`src/conv_pkg.sv`:
```
`default_nettype none

package conv_pkg;

    // ########################################################################
    // bus geometry
    // ########################################################################

    parameter int WORD_W     = 32;
    parameter int ADDR_W_BUS = 32;

    // each scalar register keeps the low half of the written word
    parameter int SCALAR_W   = 16;

    // ########################################################################
    // register map, every register address has bit 31 set
    // ########################################################################

    parameter logic [ADDR_W_BUS-1:0] CONV_START      = 32'h8000_0000;
    parameter logic [ADDR_W_BUS-1:0] CONV_RESET      = 32'h8000_0004;
    parameter logic [ADDR_W_BUS-1:0] CONV_STATUS     = 32'h8000_0008;
    parameter logic [ADDR_W_BUS-1:0] CONV_FM_DIM     = 32'h8000_000C;
    parameter logic [ADDR_W_BUS-1:0] CONV_INPUT_FM   = 32'h8000_0010;
    parameter logic [ADDR_W_BUS-1:0] CONV_OUTPUT_FM  = 32'h8000_0014;
    parameter logic [ADDR_W_BUS-1:0] CONV_WEIGHT_OFF = 32'h8000_0018;

    // ########################################################################
    // status word bit positions
    // ########################################################################

    parameter int STAT_DONE   = 0;
    parameter int STAT_IDLE   = 1;
    parameter int STAT_ACTIVE = 2;

endpackage

`default_nettype wire

```
`src/conv2d_engine.sv`:
```
`timescale 1ns/1ps
`default_nettype none

module conv2d_engine #(
    parameter int MEM_AW = 10
) (
    input  wire logic                          clk,
    input  wire logic                          arst_n_i,
    input  wire logic                          start_i,
    input  wire logic                          abort_i,
    input  wire logic [conv_pkg::SCALAR_W-1:0] fm_dim_i,
    input  wire logic [conv_pkg::SCALAR_W-1:0] ifm_off_i,
    input  wire logic [conv_pkg::SCALAR_W-1:0] ofm_off_i,
    input  wire logic [conv_pkg::SCALAR_W-1:0] wt_off_i,
    output logic                               idle_o,
    output logic                               done_o,
    output logic      [MEM_AW-1:0]             mem_addr_o,
    output logic                               mem_we_o,
    output logic      [conv_pkg::WORD_W-1:0]   mem_wdata_o,
    input  wire logic [conv_pkg::WORD_W-1:0]   mem_rdata_i
);

    localparam int W  = conv_pkg::WORD_W;
    localparam int SW = conv_pkg::SCALAR_W;

    typedef enum logic [2:0] {
        S_IDLE,
        S_RD_FM,
        S_RD_WT,
        S_MAC,
        S_WRITE,
        S_DONE
    } state_t;

    state_t        state_q;
    logic [SW-1:0] row_q, col_q;
    logic [1:0]    ki_q, kj_q;
    logic [W-1:0]  acc_q;
    logic [W-1:0]  fm_q;
    logic [W-1:0]  n_w, row_w, col_w, ki_w, kj_w;
    logic [W-1:0]  ifm_w, ofm_w, wt_w;
    logic [W-1:0]  fm_addr, wt_addr, of_addr, addr_sel;
    logic          last_tap, last_col, last_row;

    // ########################################################################
    // address arithmetic, all in word width so sums wrap the same way
    // ########################################################################

    assign n_w   = {{(W-SW){1'b0}}, fm_dim_i};
    assign row_w = {{(W-SW){1'b0}}, row_q};
    assign col_w = {{(W-SW){1'b0}}, col_q};
    assign ki_w  = {{(W-2){1'b0}}, ki_q};
    assign kj_w  = {{(W-2){1'b0}}, kj_q};
    assign ifm_w = {{(W-SW){1'b0}}, ifm_off_i};
    assign ofm_w = {{(W-SW){1'b0}}, ofm_off_i};
    assign wt_w  = {{(W-SW){1'b0}}, wt_off_i};

    assign fm_addr = ifm_w + (row_w + ki_w) * n_w + col_w + kj_w;
    assign wt_addr = wt_w + ki_w + ki_w + ki_w + kj_w;
    assign of_addr = ofm_w + row_w * (n_w - 2) + col_w;

    assign last_tap = (ki_q == 2'd2) && (kj_q == 2'd2);
    assign last_col = (col_w == n_w - 3);
    assign last_row = (row_w == n_w - 3);

    // ########################################################################
    // control FSM
    // ########################################################################

    // each tap takes three cycles: input read, weight read, accumulate
    always_ff @(posedge clk or negedge arst_n_i) begin
        if (!arst_n_i) begin
            state_q <= S_IDLE;
            row_q   <= '0;
            col_q   <= '0;
            ki_q    <= '0;
            kj_q    <= '0;
        end else if (abort_i) begin
            state_q <= S_IDLE;
        end else begin
            case (state_q)
                S_IDLE: begin
                    if (start_i) begin
                        row_q   <= '0;
                        col_q   <= '0;
                        ki_q    <= '0;
                        kj_q    <= '0;
                        state_q <= (fm_dim_i < 3) ? S_DONE : S_RD_FM;
                    end
                end
                S_RD_FM: state_q <= S_RD_WT;
                S_RD_WT: state_q <= S_MAC;
                S_MAC: begin
                    if (last_tap) begin
                        ki_q    <= '0;
                        kj_q    <= '0;
                        state_q <= S_WRITE;
                    end else begin
                        if (kj_q == 2'd2) begin
                            kj_q <= '0;
                            ki_q <= ki_q + 2'd1;
                        end else begin
                            kj_q <= kj_q + 2'd1;
                        end
                        state_q <= S_RD_FM;
                    end
                end
                S_WRITE: begin
                    if (last_col) begin
                        col_q <= '0;
                        if (last_row) begin
                            state_q <= S_DONE;
                        end else begin
                            row_q   <= row_q + 1'b1;
                            state_q <= S_RD_FM;
                        end
                    end else begin
                        col_q   <= col_q + 1'b1;
                        state_q <= S_RD_FM;
                    end
                end
                S_DONE: state_q <= S_IDLE;
                default: state_q <= S_IDLE;
            endcase
        end
    end

    // input word arrives in S_RD_WT, weight word in S_MAC
    always_ff @(posedge clk) begin
        if (state_q == S_IDLE || state_q == S_WRITE) begin
            acc_q <= '0;
        end else if (state_q == S_MAC) begin
            acc_q <= acc_q + fm_q * mem_rdata_i;
        end
        if (state_q == S_RD_WT) begin
            fm_q <= mem_rdata_i;
        end
    end

    always_comb begin
        case (state_q)
            S_RD_WT: addr_sel = wt_addr;
            S_WRITE: addr_sel = of_addr;
            default: addr_sel = fm_addr;
        endcase
    end

    assign mem_addr_o  = addr_sel[MEM_AW-1:0];
    assign mem_we_o    = (state_q == S_WRITE);
    assign mem_wdata_o = acc_q;
    assign idle_o      = (state_q == S_IDLE);
    assign done_o      = (state_q == S_DONE);

endmodule

`default_nettype wire

```
`config.mk`:
```
export PLATFORM = sky130hd
export DESIGN_NAME = conv2d_engine
export DESIGN_NICKNAME = d
export VERILOG_FILES = /design/src/conv_pkg.sv /design/src/conv2d_engine.sv
export SDC_FILE = /design/constraint.sdc
export NUM_CORES = 2
export LEC_CHECK = 0
export BUFFER_PORTS_ARGS = -buffer_cell sky130_fd_sc_hd__buf_4
export CORE_MARGIN = 4
export CORE_UTILIZATION = 60
export DETAILED_ROUTE_END_ITERATION = 10
export GPL_ROUTABILITY_DRIVEN = 1
export MAX_ROUTING_LAYER = met4
export PLACE_DENSITY = 0.88
export REMOVE_ABC_BUFFERS = 1
export SYNTH_ARGS = -nofsm -noshare
export SYNTH_HDL_FRONTEND = slang
export SYNTH_SLANG_ARGS = --single-unit
```
`constraint.sdc`:
```
create_clock -name clk -period 10.3 [get_ports clk]
set_clock_uncertainty 0.1 [all_clocks]
set_input_delay 1.545 -clock clk [delete_from_list [all_inputs] [get_ports clk]]
set_output_delay 1.545 -clock clk [all_outputs]
set_load 0.03 [all_outputs]
```
== Word-level counts from Yosys, hierarchy flattened ==
Cells that the tools add are included.
Cells by class
  magnitude comparators: 1
  add/sub/neg operators: 17
  mux-type cells: 21
  bitwise operators: 1
  $mul: 3
  equal/unequal tests: 14
  reductions and logical operators: 9
Operator list (number)
  16-bit by 32-bit == test with 1-bit output: 2
  16-bit two-way mux: 4
  16-bit one-hot mux with 2 select lines: 2
  10-bit by 2-bit adder with 10-bit output: 5
  10-bit adder: 4
  16-bit by 2-bit subtractor with 17-bit output (second input constant): 2
  16-bit by 1-bit adder with 16-bit output (second input constant): 2
  32-bit adder: 1
  32-bit by 32-bit multiplier with 32-bit output: 1
  10-bit one-hot mux with 2 select lines: 1
  3-bit two-way mux: 6
  16-bit by 2-bit adder with 17-bit output: 1
  17-bit by 16-bit multiplier with 10-bit output: 1
  17-bit by 17-bit multiplier with 10-bit output: 1
  16-bit by 2-bit < comparator with 1-bit output (second input constant): 1
  3-bit one-hot mux with 5 select lines: 1
  2-bit two-way mux: 5
  2-bit one-hot mux with 2 select lines: 2
  3-bit by 2-bit == test with 1-bit output (second input constant): 2
  3-bit == test (second input constant): 2
  3-bit inequality test (second input constant): 2
  3-bit AND reduction: 2
  5-bit AND reduction: 1
  2-bit by 1-bit adder with 2-bit output (second input constant): 2
  10 further kinds: 13
Storage, ports and cells
  register bits: 103
  bits of input ports: 100
  logic and storage cells: 73
  output and inout port bits: 45

== Logic depth before layout (Yosys ltp) ==
  word-level depth: 6
  mapped depth: 28
  depth with buffers taken out: 26

== Worst setup path before layout ==
OpenSTA, ideal clock, no wires.
  path type: input -> output
  from: in fm_dim_i[2] (netlist bit)
  to: out mem_addr_o[9]
  path buffers: 2
  data required time: 8.655 ns
  setup slack: 1.834 ns
  data arrival time: 6.821 ns
  cell stages on the path: 23
  path through: clkbuf_1 clkbuf_1 inv_1 ha_1 xor2_1 nand2_1 fa_1 inv_1 ha_1 inv_1 fa_1 fa_1 fa_1 inv_1 ha_1 a21o_1 a21oi_1 o21bai_1 a21oi_1 xor2_1 xnor3_1 o22ai_1 a21o_1
Between the ends
  word-level cells in the longest chain between the ends: 5
  elaborated cells between the ends (all ways): 9
  classes of those cells: 6 x add/sub; 2 x mul; 1 x mux
RTL lines
  from (decl): line conv2d_engine.sv:11  | input wire logic [conv_pkg::SCALAR_W-1:0] fm_dim_i,
  16-bit by 2-bit subtractor with 17-bit output or 17-bit by 16-bit multiplier with 10-bit output (tied branches): line conv2d_engine.sv:60, conv2d_engine.sv:58
  17-bit by 17-bit multiplier with 10-bit output or 10-bit adder (tied branches): line conv2d_engine.sv:60, conv2d_engine.sv:58
  10-bit adder (on tied branches): line conv2d_engine.sv:60, conv2d_engine.sv:58
  10-bit adder or 10-bit by 2-bit adder with 10-bit output (tied branches): line conv2d_engine.sv:60, conv2d_engine.sv:58
  10-bit one-hot mux with 2 select lines *: line conv2d_engine.sv:141  | case (state_q)
  to (decl): line conv2d_engine.sv:17  | output logic [MEM_AW-1:0] mem_addr_o,
Every way passes the cells marked *; elsewhere a longest branch is shown, timed or not.

== Worst setup path after layout ==
  from: in fm_dim_i[1] (netlist bit)
  to: out mem_addr_o[9]
The elaborated chain is that of the path after synthesis.

==> results.tsv <==
metric	value	unit
M1 WL	26.0	mm
CTS buffer count	9	
max cap viols	0	
DR WL/cell	19.6	µm
most common cell after layout, fill and taps aside	inv_1	
clock-pin slew on the worst setup and hold paths	0.08	ns
Setup TNS Final	0	ns
DRC	0	
async set-reset flop share out of synthesis	37.9	%
largest net degree at the start of global routing	40	
register area	2580	µm²
fmax	112	MHz
mean area per synthesized cell	8.98	µm²
Die H	219	µm
Final period util	86.9	%
CTS Hold Bufs	0	
final core occ	64.1	%
DP Cell Count	3564	
vias in the first global route	22321	
initial antenna violation count	5	
Top FF cell, synth	dfrtp_1	
Seq/Total Area, Yosys	9.66	%
drt initial violations	1711	
Hold WS	0.386	ns
gr ovfl total	0	
Slew headroom	12.5	%
HP Class	register to register	
cts repair resizes	0	
Placeable Area	44100	µm²
Post-synth EDFFs	32	
Root Driver	clkbuf_16	
num rows	77	
Fin. Hold Viols	0	
worst endpoint data arrival time	7.30	ns
I/O Buffers	126	
Synth warnings	0	
GP Congestion	0.962	
CTS sink count	103	
flop2flop setup slack	2.21	ns
WS Path Type	primary input to output pin	
top routing layer in use	met4	
initial core utilization	60.5	%
total vias in the final route	20644	
CTS H-Tree Depth	3	
status	complete, no violations	
Die ar.	47900	µm²
worst path cell trace	buf_4 -> inv_1 -> ha_1 -> xor2_1 -> nand2_1 -> fa_1 -> inv_1 -> ha_1 -> inv_1 -> fa_1 -> fa_1 -> fa_1 -> inv_1 -> ha_1 -> a21o_1 -> a21oi_1 -> o21bai_1 -> a21oi_1 -> xor2_1 -> xnor3_1 -> o22ai_1 -> a21o_1 -> buf_4	
Die Wd	219	µm
Layout Nets	3803	
detailed-route vias per instance	5.76	
Mapped Cells	2973	
CP Max Fanout	17	
WL met3	7.05	mm
GRT Util Overall	31.3	%
Worst Path Required	8.66	ns
CTS tree	built	
Fillers	3429	
Netlist cell types	76	
final wirelength	70.3	mm
Cell Area, Synth	26700	µm²
worst skew pair latency	0.37	ns
CP endpoint kind	output pin	
#FFs+latches synth	103	
max-slew violation count	0	
startpoint class of the critical path	primary input	
crit-path max cell delay	0.53	ns
post-CTS setup buffer count	0	
fin cells	3583	
first-pass GRT wire length	115	mm
area of the multi-input gates	21200	µm²
slowest CP cell	xor2_1	
crit path time final	8.95	ns
antenna viol nets, final	0	
Final setup viols	0	
Worst-Margin Slew	1.31	ns
DP HPWL	53.9	mm
CTS max path bufs	2	
most frequent cells in the layout	inv_1 (630), fa_1 (520), nand2_1 (372)	
layout cells sized above 1	6.02	%
RSZ-0062 raised after global routing	false	
DR pass1 iterations	6	
Met2 Routed Length	33.4	mm
I/O pin total	145	
Area growth syn-to-layout	5.90	%
## synthesized netlist by cell type (6+ instances only)
| library cell | number | area, µm² |
|---|---|---|
| inv_1 | 630 | 2360 |
| fa_1 | 520 | 10400 |
| nand2_1 | 372 | 1400 |
| and2_1 | 319 | 2000 |
| ha_1 | 200 | 2500 |
| clkbuf_1 | 136 | 510 |
| xnor2_1 | 135 | 1180 |
| nor2_1 | 65 | 244 |
| a21oi_1 | 63 | 315 |
| o21ai_0 | 43 | 215 |
| xor2_1 | 43 | 377 |
| dfrtp_1 | 39 | 976 |
| nand3_1 | 35 | 175 |
| dfxtp_1 | 32 | 641 |
| edfxtp_1 | 32 | 961 |
| nor3_1 | 29 | 145 |
| nor2b_1 | 28 | 175 |
| nand2b_1 | 27 | 169 |
| a31oi_1 | 24 | 150 |
| a21o_1 | 22 | 165 |
| and3_1 | 17 | 106 |
| a211oi_1 | 12 | 90.1 |
| o22a_1 | 12 | 105 |
| xnor3_1 | 10 | 225 |
| nand4_1 | 9 | 56.3 |
| o21a_1 | 9 | 67.6 |
| nor4_1 | 6 | 37.5 |
| o21bai_1 | 6 | 45.0 |
| or3_1 | 6 | 37.5 |
## final timing paths
path | start | to | cells past startpoint
max | fm_dim_i[1] | mem_addr_o[9] | 23
min | mem_wdata_o[3] | mem_wdata_o[3] | 2
max reg2reg | fm_q[12] | mem_wdata_o[30] | 22
min reg2reg | mem_wdata_o[3] | mem_wdata_o[3] | 2
max in group asynchronous | arst_n_i | row_q[1] | 1
min in group asynchronous | arst_n_i | col_q[12] | 1
## stage by stage
step                instance area, µm²  setup slack, ns
floorplan                        26100             2.23
global placement                 28000             1.50
detailed placement               28000             1.38
CTS                              28300             1.38
global route                     28300             1.04
finish                           28300             1.35
## cells by family after synthesis
kind of cell	Yosys count	share of synthesized area (%)
AO/OA/AOI/OAI	248	6.28
XOR/XNOR	189	6.77
adder cells (fa/ha/maj)	720	48.4
buffers and inverters	778	11.1
flip-flops	103	9.66
multiplexers	6	0.258
AND/OR/NAND/NOR	929	17.6
## worst max-delay path, delay by kind of cell
kind / cells / cell delay, ns
compound gates: 6 / 1.00
fa+ha+maj: 7 / 2.72
buf+inv: 6 / 0.71
xor+xnor: 3 / 1.16
simple gates: 1 / 0.16
## registers in the layout (all words and copies together), names as in the netlist
register,count
fm_q,32
mem_wdata_o,32
col_q,16
row_q,16
state_q,3
ki_q,2
kj_q,2
## routing by layer
layer  global-route usage (%)  vias to the layer above
met3                     6.58                      291
li1                         -                     8973
met5                        -                        -
met2                     49.8                     1091
met4                     14.5                        0
met1                     38.9                    10289
## layout make-up
type                       count  area share (%)
antenna                        3          0.0266
inverter                     631            8.38
clock buffer                   9           0.797
sequential                   103            9.12
tap                          592            2.62
timing repair buffer         146            3.88
multi-input combinational   2092            74.9
clock inverter                 7           0.288
Power is left out: the tool's default activity adds up to more than one toggle a clock period on the data nets, which glitch-free logic cannot reach.
