`src/conv_pkg.sv`:
```
`default_nettype none

package conv_pkg;

    // ########################################################################
    // bus geometry
    // ########################################################################

    parameter int WORD_W     = 32;
    parameter int ADDR_W_BUS = 32;

    // each scalar register keeps the low half of the written word
    parameter int SCALAR_W   = 16;

    // ########################################################################
    // register map, every register address has bit 31 set
    // ########################################################################

    parameter logic [ADDR_W_BUS-1:0] CONV_START      = 32'h8000_0000;
    parameter logic [ADDR_W_BUS-1:0] CONV_RESET      = 32'h8000_0004;
    parameter logic [ADDR_W_BUS-1:0] CONV_STATUS     = 32'h8000_0008;
    parameter logic [ADDR_W_BUS-1:0] CONV_FM_DIM     = 32'h8000_000C;
    parameter logic [ADDR_W_BUS-1:0] CONV_INPUT_FM   = 32'h8000_0010;
    parameter logic [ADDR_W_BUS-1:0] CONV_OUTPUT_FM  = 32'h8000_0014;
    parameter logic [ADDR_W_BUS-1:0] CONV_WEIGHT_OFF = 32'h8000_0018;

    // ########################################################################
    // status word bit positions
    // ########################################################################

    parameter int STAT_DONE   = 0;
    parameter int STAT_IDLE   = 1;
    parameter int STAT_ACTIVE = 2;

endpackage

`default_nettype wire

```
`src/conv_store_steer.sv`:
```
`timescale 1ns/1ps
`default_nettype none

module conv_store_steer (
    input  wire logic [3:0]                  conv_we_i,
    input  wire logic [conv_pkg::WORD_W-1:0] data_i,
    output logic      [conv_pkg::WORD_W-1:0] data_o
);

    // halfword stores use the low 16 bits, byte stores the low 8 bits
    always_comb begin
        case (conv_we_i)
            4'b1111: data_o = data_i;
            4'b0011: data_o = {16'h0000, data_i[15:0]};
            4'b1100: data_o = {data_i[15:0], 16'h0000};
            4'b0001: data_o = {24'h00_0000, data_i[7:0]};
            4'b0010: data_o = {16'h0000, data_i[7:0], 8'h00};
            4'b0100: data_o = {8'h00, data_i[7:0], 16'h0000};
            4'b1000: data_o = {data_i[7:0], 24'h00_0000};
            default: data_o = data_i;
        endcase
    end

endmodule

`default_nettype wire

```
`src/conv_mmio_ctrl.sv`:
```
`timescale 1ns/1ps
`default_nettype none

module conv_mmio_ctrl #(
    parameter int MEM_AW = 10
) (
    input  wire logic                                clk,
    input  wire logic                                arst_n_i,
    input  wire logic [3:0]                          conv_we_i,
    input  wire logic [conv_pkg::ADDR_W_BUS-1:0]     cont_addr_i,
    input  wire logic [conv_pkg::WORD_W-1:0]         cont_data_i,
    output logic      [conv_pkg::WORD_W-1:0]         cont_data_o,
    output logic                                     conv_active_o,
    input  wire logic                                conv_idle_i,
    input  wire logic                                conv_done_i,
    output logic                                     conv_start_o,
    output logic                                     conv_rst_o,
    output logic      [conv_pkg::SCALAR_W-1:0]       conv_fm_dim_o,
    output logic      [conv_pkg::SCALAR_W-1:0]       conv_ifm_offset_o,
    output logic      [conv_pkg::SCALAR_W-1:0]       conv_ofm_offset_o,
    output logic      [conv_pkg::SCALAR_W-1:0]       conv_wt_offset_o,
    output logic      [3:0]                          mem_a_we_o,
    output logic      [MEM_AW-1:0]                   mem_a_addr_o,
    output logic      [conv_pkg::WORD_W-1:0]         mem_a_wdata_o,
    input  wire logic [conv_pkg::WORD_W-1:0]         mem_a_rdata_i
);

    localparam int W  = conv_pkg::WORD_W;
    localparam int SW = conv_pkg::SCALAR_W;

    logic [W-1:0] store_data;
    logic [W-1:0] status_word;
    logic [W-1:0] reg_rdata;
    logic [W-1:0] rdata_q;
    logic         wr_any;
    logic         rd_any;
    logic         mem_sel;
    logic         hit_start, hit_reset, hit_status;
    logic         hit_dim, hit_ifm, hit_ofm, hit_wt, hit_reg;
    logic         start_ok;
    logic         active_q;
    logic         done_sticky_q;
    logic         idle_q;
    logic         rd_mem_q;

    conv_store_steer u_steer (
        .conv_we_i (conv_we_i),
        .data_i    (cont_data_i),
        .data_o    (store_data)
    );

    // ########################################################################
    // address decode
    // ########################################################################

    assign wr_any     = |conv_we_i;
    assign mem_sel    = ~cont_addr_i[conv_pkg::ADDR_W_BUS-1];
    assign hit_start  = (cont_addr_i == conv_pkg::CONV_START);
    assign hit_reset  = (cont_addr_i == conv_pkg::CONV_RESET);
    assign hit_status = (cont_addr_i == conv_pkg::CONV_STATUS);
    assign hit_dim    = (cont_addr_i == conv_pkg::CONV_FM_DIM);
    assign hit_ifm    = (cont_addr_i == conv_pkg::CONV_INPUT_FM);
    assign hit_ofm    = (cont_addr_i == conv_pkg::CONV_OUTPUT_FM);
    assign hit_wt     = (cont_addr_i == conv_pkg::CONV_WEIGHT_OFF);
    assign hit_reg    = hit_start | hit_reset | hit_status | hit_dim | hit_ifm
                      | hit_ofm | hit_wt;
    assign rd_any     = ~wr_any & (mem_sel | hit_reg);

    assign conv_start_o = wr_any & hit_start;
    assign conv_rst_o   = wr_any & hit_reset;

    // a start only counts when the engine can take it
    assign start_ok = conv_start_o & conv_idle_i & ~active_q;

    assign mem_a_we_o    = mem_sel ? conv_we_i : 4'b0000;
    assign mem_a_addr_o  = cont_addr_i[MEM_AW+1:2];
    assign mem_a_wdata_o = store_data;

    // ########################################################################
    // scalar registers
    // ########################################################################

    always_ff @(posedge clk or negedge arst_n_i) begin
        if (!arst_n_i) begin
            conv_fm_dim_o     <= '0;
            conv_ifm_offset_o <= '0;
            conv_ofm_offset_o <= '0;
            conv_wt_offset_o  <= '0;
        end else if (wr_any) begin
            if (hit_dim) conv_fm_dim_o <= store_data[SW-1:0];
            if (hit_ifm) conv_ifm_offset_o <= store_data[SW-1:0];
            if (hit_ofm) conv_ofm_offset_o <= store_data[SW-1:0];
            if (hit_wt) conv_wt_offset_o <= store_data[SW-1:0];
        end
    end

    // ########################################################################
    // run state and status
    // ########################################################################

    always_ff @(posedge clk or negedge arst_n_i) begin
        if (!arst_n_i) begin
            active_q      <= 1'b0;
            done_sticky_q <= 1'b0;
            idle_q        <= 1'b1;
        end else begin
            idle_q <= conv_idle_i;
            if (conv_rst_o) begin
                active_q <= 1'b0;
            end else if (start_ok) begin
                active_q <= 1'b1;
            end else if (conv_done_i) begin
                active_q <= 1'b0;
            end
            if (conv_rst_o || start_ok) begin
                done_sticky_q <= 1'b0;
            end else if (conv_done_i) begin
                done_sticky_q <= 1'b1;
            end
        end
    end

    assign conv_active_o = active_q;

    always_comb begin
        status_word                         = '0;
        status_word[conv_pkg::STAT_DONE]    = done_sticky_q;
        status_word[conv_pkg::STAT_IDLE]    = idle_q;
        status_word[conv_pkg::STAT_ACTIVE]  = active_q;
    end

    always_comb begin
        if (hit_status) begin
            reg_rdata = status_word;
        end else if (hit_dim) begin
            reg_rdata = {{(W-SW){1'b0}}, conv_fm_dim_o};
        end else if (hit_ifm) begin
            reg_rdata = {{(W-SW){1'b0}}, conv_ifm_offset_o};
        end else if (hit_ofm) begin
            reg_rdata = {{(W-SW){1'b0}}, conv_ofm_offset_o};
        end else if (hit_wt) begin
            reg_rdata = {{(W-SW){1'b0}}, conv_wt_offset_o};
        end else begin
            reg_rdata = '0;
        end
    end

    // ########################################################################
    // read port
    // ########################################################################

    // memory data is captured after its first cycle so it holds until the next read
    always_ff @(posedge clk or negedge arst_n_i) begin
        if (!arst_n_i) begin
            rd_mem_q <= 1'b0;
            rdata_q  <= '0;
        end else begin
            rd_mem_q <= rd_any & mem_sel;
            if (rd_any && !mem_sel) begin
                rdata_q <= reg_rdata;
            end else if (rd_mem_q) begin
                rdata_q <= mem_a_rdata_i;
            end
        end
    end

    assign cont_data_o = rd_mem_q ? mem_a_rdata_i : rdata_q;

endmodule

`default_nettype wire

```
`config.mk`:
```
export PLATFORM = sky130hd
export DESIGN_NAME = conv_mmio_ctrl
export DESIGN_NICKNAME = d
export VERILOG_FILES = /design/src/conv_pkg.sv /design/src/conv_store_steer.sv /design/src/conv_mmio_ctrl.sv
export SDC_FILE = /design/constraint.sdc
export NUM_CORES = 1
export LEC_CHECK = 0
export ABC_AREA = 0
export CAP_MARGIN = 20
export CORE_ASPECT_RATIO = 0.9
export CORE_MARGIN = 2
export CORE_UTILIZATION = 55
export CTS_CLUSTER_DIAMETER = 100
export DETAILED_ROUTE_END_ITERATION = 8
export DONT_BUFFER_PORTS = 1
export GPL_TIMING_DRIVEN = 0
export PLACE_DENSITY = 0.7
export SYNTH_ARGS = -nofsm -noshare
export SYNTH_HDL_FRONTEND = slang
export SYNTH_SLANG_ARGS = --single-unit
```
`constraint.sdc`:
```
create_clock -name clk -period 4.7 [get_ports clk]
set_input_delay 0 -clock clk [delete_from_list [all_inputs] [get_ports clk]]
set_output_delay 0 -clock clk [all_outputs]
set_load 0.1 [all_outputs]
```
After elaboration in Yosys (flattened, before gate mapping)
Index checks and enable logic that the tools add are counted.

operators by class
  reduce and logical (&&, ||, !) cells = 9
  bitwise gates (word level) = 16
  eq/ne operators = 13
  mux-type cells = 14

operator list
  kind                                           count
  == test 32 bit, second input constant          7
  case mux 32 bit (6 select lines)               1
  2-to-1 mux 16 bit                              5
  2-to-1 mux 32 bit                              2
  == test 4 x 2 -> 1 bit, second input constant  2
  == test 4 bit, second input constant           2
  AND reduction 2 bit                            4
  bitwise OR 1 bit                               7
  AND 1 bit                                      6
  2-to-1 mux 1 bit                               5
  == test 4 x 1 -> 1 bit, second input constant  1
  == test 4 x 3 -> 1 bit, second input constant  1
  2-to-1 mux 4 bit                               1
  OR reduction 4 bit                             1
  NOT 1 bit                                      3
  nonzero test 3 bit                             1
  nonzero test 2 bit                             1
  logical AND 1 bit                              1
  logical OR 1 bit                               1

storage, ports and cells
  logic and storage cells = 61
  bits of input ports = 104
  output and inout bits = 145
  flip-flop bits (word level) = 100

Depth between registers and ports, before layout
  word-level depth = 11
  gate-level depth with buffers = 7
  depth with buffers taken out = 4

Cells and area by module
From an unflattened synthesis, not the netlist that was laid out.

second synthesis, totals
  cells, all modules = 542
  area total of the unflattened synthesis = 6012.0 sq um

by module, submodules not included
  module            area each (sq um)  sequential area each (sq um)  cells an instance  instances
  conv_mmio_ctrl    5295.1             2503.7                        449                1
  conv_store_steer  716.9              0.0                           93                 1

Least setup slack after synthesis
No wires, ideal clock.

  path type = in2out
  start point = in cont_addr_i[0] (netlist name)
  end point = out conv_start_o
  buffers on the path = 2
  required time = 4.700 ns
  arrival time = 2.655 ns
  cell stages on the path = 6
  slack = 2.045 ns
  path through = nor4_1 -> nand2b_1 -> buf_2 -> clkbuf_1 -> nor4_1 -> nor2b_1

on the way
  cells in the longest elaborated chain, start to end = 2

ends and longest elaborated chain
  element          line                  RTL
  start, declared  conv_mmio_ctrl.sv:10  input wire logic [conv_pkg::ADDR_W_BUS-1:0] cont_addr_i,
  == test 32 bit   conv_mmio_ctrl.sv:58  assign hit_start = (cont_addr_i == conv_pkg::CONV_START);
  AND 1 bit        conv_mmio_ctrl.sv:69  assign conv_start_o = wr_any & hit_start;
  end, declared    conv_mmio_ctrl.sv:16  output logic conv_start_o,

Every way passes these cells.

Worst setup path in the final report
Ends and elaborated chain as after synthesis.

==> flow_summary.yaml <==
final_layout:
  nFillCells: 843
  syn_to_final_growth_pct: 14.39
  num_antenna_cells: 0
  fin_nets: 675
  drive_above_1_share_pct: 29.79
cts:
  clkLatencyLatePin_ns: 0.34
  cts_resized: 0
  holdBufCountCts: 6
  clk_pin_slew_ns: 0.07
  numClockSinks: 100
  numCtsBuffers: 9
  cts_max_level: 3
  cts_tree: "built"
  cts_root_buf: "clkbuf_16"
  cts_setup_buffers: 0
  cts_max_path_buffers: 2
die:
  die_y_um: 102.0
  core_area_um2: 10330
  num_rows: 35
  initial_core_util_pct: 56.78
  die-area_um2: 11510
  io_pins: 249
  die_w_um: 112.9
status:
  status: "complete, but fails checks"
  violations: "DRC"
yosys:
  synth_edf_count: 0
  ys_async_sr_fraction_pct: 100.0
  syn_nets: 639
  yosys_warnings: 0
  synthAdderAreaFrac_pct: 0
  syn-cell-area_um2: 5868
  synthXorXnorAreaFrac_pct: 0
  synth_seq_cells: 100
  ys.flop_type: "dfrtp_1"
  yosys.area_share.simple_pct: 15.39
  synth_top_family_by_area: "multiplexers"
  synthDistinctLibCells: 43
  syn_area_per_cell_um2: 10.97
  synth_compound_area_share_pct: 14.82
  synth_mux_area_share_pct: 21.41
  synth_cells: 535
  synth-seq-area-share_pct: 42.67
detailed_routing:
  vias: 4547
  drtAntennaViolNets: 0
  wl_um: 16910
  viasPerCell: 6.468
  drcViolationCount: 16
  drtIter0Drc: 312
  wl_per_cell_um: 24.06
  drtPass1Iterations: 7
power:
  p_int_mw: 1.485
  swShare_pct: 45.27
  pwr-share-clk_pct: 24.7
  p_leak_nw: 2.928
  switchingPower_mw: 1.228
  pwr-share-comb_pct: 40.6
  ir_worst_vdd_v: 0.0002307
  power.density_nw_per_um2: 404.2
  pwr-share-seq_pct: 34.7
sta:
  slew_violations: 0
  fin_crit_sh_pct: 54.71
  clock_skew_ns: 0.004803
  setup_viol: 0
  hold_viol: 0
  clock.fmax_mhz: 388.9
  relSlewSlack_pct: 21.25
  tightest_slew_ns: 1.181
  rsz0062_at_grt: "no"
  tns_ns: 0
  whs_ns: 0.09323
  period_minus_slack_ns: 2.571
global_route:
  grt_pass1_vias: 4585
  grt_first_pass_wirelength_um: 25400
  grt_max_degree: 101
  antenna_found_initial: 0
  grt.overflow.total: 0
  grt_usage_pct: 28.65
setup_path:
  critical_path_peak_fanout: 10
  endpoint_kind: "primary output"
  cp.required_ns: 4.70
  start_kind: "input port"
  arrival_ns: 2.57
  critPathKind: "in -> out"
  worst-r2r-setup-slack_ns: 2.54
placement:
  place_hpwl_um: 12950
  gp_congestion: 0.9125
  numPortBuffers: 0
job:
  maxCapViolCount: 0
min_path:
  hold_class: "in -> reg"
-- worst max-delay path: stages --
cell and delay [ns]:
nor4_1 0.41, nand2b_1 0.09, buf_2 0.20, clkbuf_1 0.25
nor4_1 0.63, nor2b_2 0.99
-- routing by layer --
| layer | vias up | global-route usage, % | share of wire [%] |
|---|---|---|---|
| met5 | - | 0 | 0 |
| met2 | 243 | 47.82 | 49 |
| met1 | 2236 | 34.06 | 38 |
| met4 | 0 | 9.006 | 2.1 |
| li1 | 2037 | - | - |
| met3 | 31 | 12.22 | 11 |
-- final timing paths --
kind | start | end | cells after the start
setup / recovery | cont_addr_i[0] | conv_start_o | 6
hold / removal | cont_addr_i[31] | rdata_q[4] | 3
setup reg to reg | rd_mem_q | rdata_q[9] | 5
hold reg to reg | done_sticky_q | done_sticky_q | 2
max in group asynchronous | arst_n_i | conv_fm_dim_o[9] | 2
min in group asynchronous | arst_n_i | rdata_q[27] | 2
-- cell usage in the layout (no fill, tap or decap), types with 16 or more instances in the layout --
cell type,synthesis,final
dfrtp_1,99,99
nor2b_1,35,25
clkbuf_1,29,32
o21ai_0,16,16
mux2_2,100,100
and2_1,26,26
a21oi_1,17,17
a22o_1,16,16
-- area by class of cell --
type / count / area, um2 / area share [%]
sequential: 100 / 2504 / 37.30
clock buffer: 12 / 246.5 / 3.672
tap: 129 / 161.4 / 2.404
inverter: 14 / 52.55 / 0.7829
multi-input combinational: 368 / 3057 / 45.54
buffer: 53 / 282.8 / 4.212
timing repair buffer: 25 / 396.6 / 5.909
clock inverter: 2 / 12.51 / 0.1864
-- cell families (layout without fill, tap and decap cells) --
| family | after synthesis | count (layout) |
|---|---|---|
| mux | 112 | 112 |
| simple gates | 133 | 133 |
| buf+inv | 67 | 106 |
| compound gates | 123 | 123 |
| flops | 100 | 100 |
-- registers in the layout, indices dropped and copies added (netlist names) --
register,count
rd_mem_q,1
idle_q,1
done_sticky_q,1
conv_wt_offset_o,16
conv_ofm_offset_o,16
conv_fm_dim_o,16
conv_active_o,1
conv_ifm_offset_o,16
rdata_q,32
-- power by group through the flow --
stage,Sequential [mW],Combinational (mW),Clock [mW]
2_1_floorplan,0.950,0.965,0
3_3_place_gp,0.954,1.02,0
3_5_place_dp,0.957,1.07,0
4_1_cts,0.940,1.10,0.681
5_1_grt,0.946,1.14,0.716
6_report,0.941,1.10,0.669
-- synth_stat cells, types with 4 or more instances --
| master | count | area (um2) |
|---|---|---|
| o21a_1 | 14 | 105.1 |
| a22o_1 | 16 | 140.1 |
| nor4_1 | 7 | 43.79 |
| dfrtp_1 | 99 | 2477 |
| mux2i_1 | 4 | 40.04 |
| nor3_1 | 5 | 25.02 |
| nor2b_1 | 35 | 219.0 |
| buf_1 | 4 | 15.01 |
| o22ai_1 | 13 | 81.33 |
| o31ai_1 | 14 | 105.1 |
| mux2_2 | 100 | 1126 |
| mux2_1 | 8 | 90.09 |
| nand2_1 | 14 | 52.55 |
| clkbuf_1 | 29 | 108.9 |
| o41ai_1 | 14 | 122.6 |
| buf_4 | 11 | 82.58 |
| inv_1 | 14 | 52.55 |
| nor4_4 | 5 | 106.4 |
| o21ai_0 | 16 | 80.08 |
| nand2b_1 | 4 | 25.02 |
| and3_1 | 8 | 50.05 |
| buf_2 | 4 | 20.02 |
| nand3_1 | 10 | 50.05 |
| and2_1 | 26 | 162.7 |
| nand3b_1 | 5 | 37.54 |
| a21oi_1 | 17 | 85.08 |
| buf_6 | 5 | 56.30 |
| o211ai_1 | 13 | 97.59 |
-- stage by stage --
step                cells  setup WS, ns  power [mW]  util (%)  instance area, um2
floorplan             535         2.045       1.916         -                5868
global placement      664         1.663       1.974     58.34                6030
detailed placement    681         2.127       2.029     61.39                6345
CTS                   701         2.112       2.720     64.65                6681
global route          703         1.966       2.798     64.95                6713
finish                703         2.129       2.713     64.95                6713
Note: power is estimated with default switching activity, not from simulation.
